`src/nocArbiter_config.svh`:
```
`ifndef NOC_ARBITER_CONFIG_SVH
`define NOC_ARBITER_CONFIG_SVH

// Input ports in the order L, N, E, W, S
`define NOC_PORTS 5

`define FLIT_ID_W   3
`define PKT_LEN_W   12
`define FLIT_DATA_W 16

// Flit-type code that carries the packet length
`define FLIT_HEADER 1

`endif

```
`src/nocArbiterPkg.sv`:
```
`default_nettype none

`include "nocArbiter_config.svh"

package nocArbiterPkg;

  // Flit-type code checked against the header code
  typedef logic [`FLIT_ID_W-1:0] flitId_t;

  // Hold length in cycles and flit counts
  typedef logic [`PKT_LEN_W-1:0] pktLength_t;

  typedef logic [`FLIT_DATA_W-1:0] flitData_t;

  // Bit 0 is idle and bit p+1 is input port p
  typedef enum logic [`NOC_PORTS:0] {
    GrIdle  = 6'b000001,
    GrLocal = 6'b000010,
    GrNorth = 6'b000100,
    GrEast  = 6'b001000,
    GrWest  = 6'b010000,
    GrSouth = 6'b100000
  } grantState_t;

endpackage

`default_nettype wire

```
`src/arbiterTop.sv`:
```
`default_nettype none

`include "nocArbiter_config.svh"

// One output port of the router with arbitration and switch traversal
module arbiterTop
  import nocArbiterPkg::*;
(
  input  wire logic                        clk,
  input  wire logic                        rst,
  input  wire logic [`NOC_PORTS-1:0]       req,
  input  wire flitId_t [`NOC_PORTS-1:0]    flitId,
  input  wire pktLength_t [`NOC_PORTS-1:0] length,
  input  wire flitData_t [`NOC_PORTS-1:0]  flitData,
  output grantState_t                      grant,
  output flitData_t                        outData,
  output logic                             outValid,
  output pktLength_t                       grantFlits
);

  grantState_t arbGrant;

  // Grant decision and hold timers
  portArbiter Arbiter (
    .clk    (clk),
    .rst    (rst),
    .req    (req),
    .flitId (flitId),
    .length (length),
    .grant  (arbGrant)
  );

  // Registered output link one cycle behind the grant
  switchTraversal Traversal (
    .clk        (clk),
    .rst        (rst),
    .grant      (arbGrant),
    .req        (req),
    .flitData   (flitData),
    .outData    (outData),
    .outValid   (outValid),
    .grantFlits (grantFlits)
  );

  assign grant = arbGrant;

endmodule

`default_nettype wire

```
`src/holdTimer.sv`:
```
`default_nettype none

`include "nocArbiter_config.svh"

module holdTimer
  import nocArbiterPkg::*;
(
  input  wire logic       clk,
  input  wire logic       rst,
  input  wire flitId_t    flitId,
  input  wire pktLength_t length,
  input  wire logic       runTimer,
  output logic            timesUp
);

  pktLength_t limit;
  pktLength_t count;
  logic       headerSeen;

  assign headerSeen = (flitId == flitId_t'(`FLIT_HEADER));

  // Limit reloads on any header, whether or not the port holds the grant
  always_ff @(posedge clk)
  begin
    if (rst)
    begin
      limit <= '0;
      count <= '0;
    end
    else
    begin
      if (headerSeen)
      begin
        limit <= length;
      end
      if (runTimer)
      begin
        count <= count + 1'b1;
      end
      else
      begin
        count <= '0;
      end
    end
  end

  assign timesUp = (count == limit);

  // Arbiter must stop the run once the count reaches the limit
  property countWithinLimit;
    @(posedge clk) disable iff (rst)
      (runTimer && (count <= limit) && !headerSeen) |=> (count <= limit);
  endproperty

  assert property (countWithinLimit)
    else $error("holdTimer count ran past its limit");

endmodule

`default_nettype wire

```
`src/portArbiter.sv`:
```
`default_nettype none

`include "nocArbiter_config.svh"

module portArbiter
  import nocArbiterPkg::*;
(
  input  wire logic                        clk,
  input  wire logic                        rst,
  input  wire logic [`NOC_PORTS-1:0]       req,
  input  wire flitId_t [`NOC_PORTS-1:0]    flitId,
  input  wire pktLength_t [`NOC_PORTS-1:0] length,
  output grantState_t                      grant
);

  grantState_t           nextGrant;
  logic [`NOC_PORTS-1:0] grantPorts;
  logic [`NOC_PORTS-1:0] runTimer;
  logic [`NOC_PORTS-1:0] timesUp;
  logic [`NOC_PORTS-1:0] otherReq;
  int unsigned           curIdx;

  // First requester searching from port start and wrapping
  // around in the order L, N, E, W, S
  function automatic grantState_t pickFrom(
    input logic [`NOC_PORTS-1:0] candidates,
    input int unsigned           start
  );
    logic [`NOC_PORTS:0] oneHot;
    int unsigned         idx;
    logic                found;
    oneHot = '0;
    oneHot[0] = 1'b1;
    found = 1'b0;
    for (int k = 0; k < `NOC_PORTS; k++)
    begin
      idx = (start + k) % `NOC_PORTS;
      if (!found && candidates[idx])
      begin
        oneHot = '0;
        oneHot[idx + 1] = 1'b1;
        found = 1'b1;
      end
    end
    return grantState_t'(oneHot);
  endfunction

  // Per-port view of the grant without the idle bit
  assign grantPorts = grant[`NOC_PORTS:1];

  // Index of the port that holds the grant
  always_comb
  begin
    curIdx = 0;
    for (int p = 0; p < `NOC_PORTS; p++)
    begin
      if (grantPorts[p])
      begin
        curIdx = p;
      end
    end
  end

  // Holder keeps running while it requests and has time left
  assign runTimer = grantPorts & req & ~timesUp;

  // Holder is left out of the rotating search
  assign otherReq = req & ~grantPorts;

  always_comb
  begin
    if (|runTimer)
    begin
      nextGrant = grant;
    end
    else if (grant == GrIdle)
    begin
      // Fixed order from idle
      nextGrant = pickFrom(req, 0);
    end
    else
    begin
      nextGrant = pickFrom(otherReq, curIdx + 1);
    end
  end

  always_ff @(posedge clk)
  begin
    if (rst)
    begin
      grant <= GrIdle;
    end
    else
    begin
      grant <= nextGrant;
    end
  end

  for (genvar p = 0; p < `NOC_PORTS; p++)
  begin : genTimer
    holdTimer Timer (
      .clk      (clk),
      .rst      (rst),
      .flitId   (flitId[p]),
      .length   (length[p]),
      .runTimer (runTimer[p]),
      .timesUp  (timesUp[p])
    );

    // Grant only moves off a port that let go or ran out of time
    assert property (@(posedge clk) disable iff (rst)
      (grant[p + 1] && req[p] && !timesUp[p]) |=> grant[p + 1])
      else $error("port %0d lost the grant while still holding", p);
  end

  // Exactly one of idle or a port
  assert property (@(posedge clk) disable iff (rst) $onehot(grant))
    else $error("grant is not one-hot: %b", grant);

endmodule

`default_nettype wire

```
`src/switchTraversal.sv`:
```
`default_nettype none

`include "nocArbiter_config.svh"

module switchTraversal
  import nocArbiterPkg::*;
(
  input  wire logic                       clk,
  input  wire logic                       rst,
  input  wire grantState_t                grant,
  input  wire logic [`NOC_PORTS-1:0]      req,
  input  wire flitData_t [`NOC_PORTS-1:0] flitData,
  output flitData_t                       outData,
  output logic                            outValid,
  output pktLength_t                      grantFlits
);

  logic [`NOC_PORTS-1:0] grantPorts;
  flitData_t             selData;
  logic                  selValid;
  grantState_t           prevGrant;

  assign grantPorts = grant[`NOC_PORTS:1];

  // Crossbar column for this output
  always_comb
  begin
    selData = '0;
    for (int p = 0; p < `NOC_PORTS; p++)
    begin
      if (grantPorts[p])
      begin
        selData = flitData[p];
      end
    end
  end

  // Zero when idle since no port bit is set
  assign selValid = |(grantPorts & req);

  always_ff @(posedge clk)
  begin
    if (rst)
    begin
      outData    <= '0;
      outValid   <= 1'b0;
      prevGrant  <= GrIdle;
      grantFlits <= '0;
    end
    else
    begin
      outData   <= selData;
      outValid  <= selValid;
      prevGrant <= grant;
      // New holder starts its count from zero
      if (grant != prevGrant)
      begin
        grantFlits <= '0;
      end
      else if (outValid)
      begin
        grantFlits <= grantFlits + 1'b1;
      end
    end
  end

  assert property (@(posedge clk) disable iff (rst) (grant == GrIdle) |=> !outValid)
    else $error("outValid set after an idle grant");

endmodule

`default_nettype wire

```
`config.mk`:
```
export PLATFORM = sky130hd
export DESIGN_NAME = arbiterTop
export DESIGN_NICKNAME = d
export VERILOG_FILES = /design/src/nocArbiterPkg.sv /design/src/arbiterTop.sv /design/src/holdTimer.sv /design/src/portArbiter.sv /design/src/switchTraversal.sv
export VERILOG_INCLUDE_DIRS = /design/src /design/src/src
export SDC_FILE = /design/constraint.sdc
export NUM_CORES = 1
export LEC_CHECK = 0
export BUFFER_PORTS_ARGS = -buffer_cell sky130_fd_sc_hd__buf_2
export CAP_MARGIN = 20
export CORE_UTILIZATION = 25
export DETAILED_ROUTE_END_ITERATION = 10
export SKIP_LAST_GASP = 1
export SLEW_MARGIN = 20
export SYNTH_ARGS = -nofsm -noshare
export SYNTH_HDL_FRONTEND = slang
export SYNTH_SLANG_ARGS = --single-unit
```
`constraint.sdc`:
```
create_clock -name clk -period 4.72 [get_ports clk]
set_input_delay 0.236 -clock clk [delete_from_list [all_inputs] [get_ports clk]]
set_output_delay 0.236 -clock clk [all_outputs]
set_load 0.03 [all_outputs]
```
==> flow_summary.toml <==
[global_routing]
grt_pass1_wl_um = 35500
antenna_found_initial = 2
track_usage = 0.136
grt_pass1_vias = 6815
grt_start_max_net_pins = 50
grt_overflow = 0

[drt]
drc_errors = 0
wirelength_um = 21900
ant_nets = 0
via_per_inst = 4.60
drt_first_pass_iters = 5
drt-initial-drc-count = 372
post_drt_wl_per_cell_um = 14.6
via_count = 6867

[synth]
yosysWarningCount = 0
ys_seq_elements = 161
synthCells = 906
avgSynthCellArea_sq_um = 8.79
ys_seq_area_frac = 0.405
synth_area_leaders = "dfxtp_1 (40%), xor2_1 (11%), nor2_1 (9.0%), mux2i_1 (7.9%), xnor2_1 (2.9%)"
async_reset_ff_frac = 0
synth_top_area_share = 0.405
syn-cell-area_sq_mm = 0.00796
yosysTopAreaCell = "dfxtp_1"
ys.flop_type = "dfxtp_1"
synth_nets = 1079
yosysMostFrequentCell = "nor2_1"
synth_cell_type_count = 68
synth_common_cells = "nor2_1 (191), dfxtp_1 (161), xor2_1 (100), mux2i_1 (63), nand2_1 (49)"
synth_edf_count = 0

[placed_design]
io_buffers = 196
dp_hpwl_um = 16100
place_congestion = 0.911

[pwr]
totalPowerFinal_mw = 5.06
pwr-share-clk = 0.297
switching_share = 0.379
p_leak_nw = 4.26
combPwrFrac = 0.398
power_density_mw_per_mm2 = 507
power_switching_mw = 1.92
p_int_mw = 3.14
ir_drop_mv = 0.241
seqPwrFrac = 0.305

[critical_path]
critPathBufInv = 2
arrival_ps = 4160
r2r_setup_slack_ps = 910
cp_top_family = "compound AO/OA/AOI/OAI gates"
crit_top_cell = "ha_1"
cp.required_ps = 5070
end_kind = "flop"
critPathMaxFanout = 23
path_cells = "buf_4, and2b_1, o21ai_0, ha_1, inv_1, ha_1, or2_2, o211ai_1, a211oi_4, o211ai_2, o31a_1, a221o_1, a311oi_2"
r2r_cells = 13
cp_slowest_cell = "ha_1"
critPathKind = "flop to flop"
crit_path_max_incr_delay_ps = 420
r2r-start = "Arbiter.grant[3]$_SDFFE_PP0N_"
rr_endpoint = "Arbiter.grant[2]$_SDFFE_PP0N_"
crit_path_start_kind = "flop"

[clocking]
cts_buffer_depth = 2
clockRootBuffer = "clkbuf_16"
cts.sinks = 161
clkSlewWorstSetupHoldPaths_ps = 70
cts_buffers = 17
htree_levels = 4
post-cts-setup-buffers = 0
cts_tree = "built"
clk_latency_ps = 430
cts_resized = 0
cts_hold_buf = 0

[timing]
finalCritPeriodShare = 0.807
worst_slew_margin_rel = 0.492
setup_viol = 0
final_hold_viol_count = 0
tns_ps = 0
finClkSkew_ps = 8.91
post-route-min-period_ps = 3810
rsz0062_at_grt = "no"
worstMarginPinSlew_ps = 761
slew_viol_final = 0
fmax_mhz = 263

[die]
fp.dieW_um = 180
core-area_sq_mm = 0.0310
pin_count = 197
placementRows = 64
die_area_sq_mm = 0.0326
die-height_um = 180
initial_core_util = 0.257

[layout]
n_antenna_cell = 0
drive_gt1_frac = 0.242
area_growth_pct = 25.4
nets = 1257
nFillCells = 3255

[run_status]
status = "complete, no violations"

[worst_hold_path]
hold_path.class = "input pin to flop"
min_to = "Arbiter.genTimer[2].Timer.limit[5]$_SDFFE_PP0N_"
hold_start = "length[29]"
min_path_cells = 3

[run]
maxCapViolations = 0
cells by family (layout without fill, tap and decap cells):
| family | Yosys count | in the layout | synth area share |
|---|---|---|---|
| flip-flops | 161 | 161 | 0.405 |
| multiplexers | 63 | 63 | 0.0792 |
| AO/OA/AOI/OAI | 111 | 111 | 0.107 |
| adder cells (fa/ha/maj) | 11 | 11 | 0.0173 |
| buffers and inverters | 67 | 258 | 0.0357 |
| XOR/XNOR | 126 | 126 | 0.139 |
| AND/OR/NAND/NOR | 367 | 367 | 0.218 |
layout make-up:
class / instances / area (sq um) / area share
timing repair buffer: 207 / 1070 / 0.107
sequential: 161 / 3220 / 0.323
multi-input combinational: 678 / 4490 / 0.450
inverter: 19 / 71.3 / 0.00714
tap: 396 / 495 / 0.0496
clock buffer: 20 / 457 / 0.0457
clock inverter: 12 / 181 / 0.0182
worst reg2reg max path, stage by stage (launching register included):
cell,delay [ps]
dfxtp_1,330
buf_4,250
and2b_1,290
o21ai_0,260
ha_1,420
inv_1,150
ha_1,360
or2_2,130
o211ai_1,130
a211oi_4,380
o211ai_2,200
o31a_1,270
a221o_1,340
a311oi_2,230
routing by layer:
| layer | part of all wire | up-vias | global-route usage | wire, um |
|---|---|---|---|---|
| met5 | 0 | - | 0 | 0 |
| met4 | 0.018 | 0 | 0.0496 | 390 |
| met3 | 0.044 | 29 | 0.0265 | 957 |
| met2 | 0.49 | 180 | 0.238 | 10700 |
| met1 | 0.45 | 3178 | 0.165 | 9770 |
| li1 | - | 3480 | - | - |
placed cells by master (no fill, tap or decap), types with 17 or more instances in the layout:
cell type	netlist	routed
buf_2	5	195
nor2_1	191	191
dfxtp_1	161	160
xor2_1	100	100
mux2i_1	63	63
nand2_1	49	49
o21ai_0	27	27
nand3_1	26	26
xnor2_1	26	26
and3_1	17	17
clkbuf_16	0	17
worst max-delay path by stage:
stage	startpoint	end	slack [ps]	cells after the start
2_1_floorplan	Arbiter.grant[4]$_SDFFE_PP0N_	Arbiter.grant[2]$_SDFFE_PP0N_	880	15
3_3_place_gp	Arbiter.grant[3]$_SDFFE_PP0N_	Arbiter.grant[2]$_SDFFE_PP0N_	1060	13
3_5_place_dp	Arbiter.grant[3]$_SDFFE_PP0N_	Arbiter.grant[2]$_SDFFE_PP0N_	980	13
4_1_cts	Arbiter.grant[3]$_SDFFE_PP0N_	Arbiter.grant[2]$_SDFFE_PP0N_	950	13
5_1_grt	Arbiter.grant[3]$_SDFFE_PP0N_	Arbiter.grant[5]$_SDFFE_PP0N_	600	13
6_report	Arbiter.grant[3]$_SDFFE_PP0N_	Arbiter.grant[2]$_SDFFE_PP0N_	910	13
state kept, by name, indices dropped and copies added (netlist names):
| name | flops |
|---|---|
| Traversal.outValid | 1 |
| Arbiter.grant | 6 |
| Traversal.outData | 16 |
| Traversal.grantFlits | 12 |
| Arbiter.genTimer.Timer.count | 60 |
| Traversal.prevGrant | 6 |
| Arbiter.genTimer.Timer.limit | 60 |
metrics by stage:
step	setup slack (ps)	utilization	instances	hold slack (ps)	cell area (sq um)
finish	913	0.322	1493	37.1	9990
global route	599	0.322	1493	26.8	9990
CTS	952	0.322	1492	10.6	9970
detailed placement	985	0.301	1460	468	9330
global placement	1060	0.301	1460	462	9330
floorplan	881	-	906	383	7960
power by group through the flow:
stage	combinational [mW]	clock (mW)	sequential (mW)
CTS	2.01	1.55	1.54
global route	2.22	1.61	1.56
finish	2.01	1.51	1.54
global placement	2.00	0	1.57
detailed placement	1.99	0	1.57
floorplan	1.41	0	1.67
No activity file was read; power rests on OpenSTA's default activity.
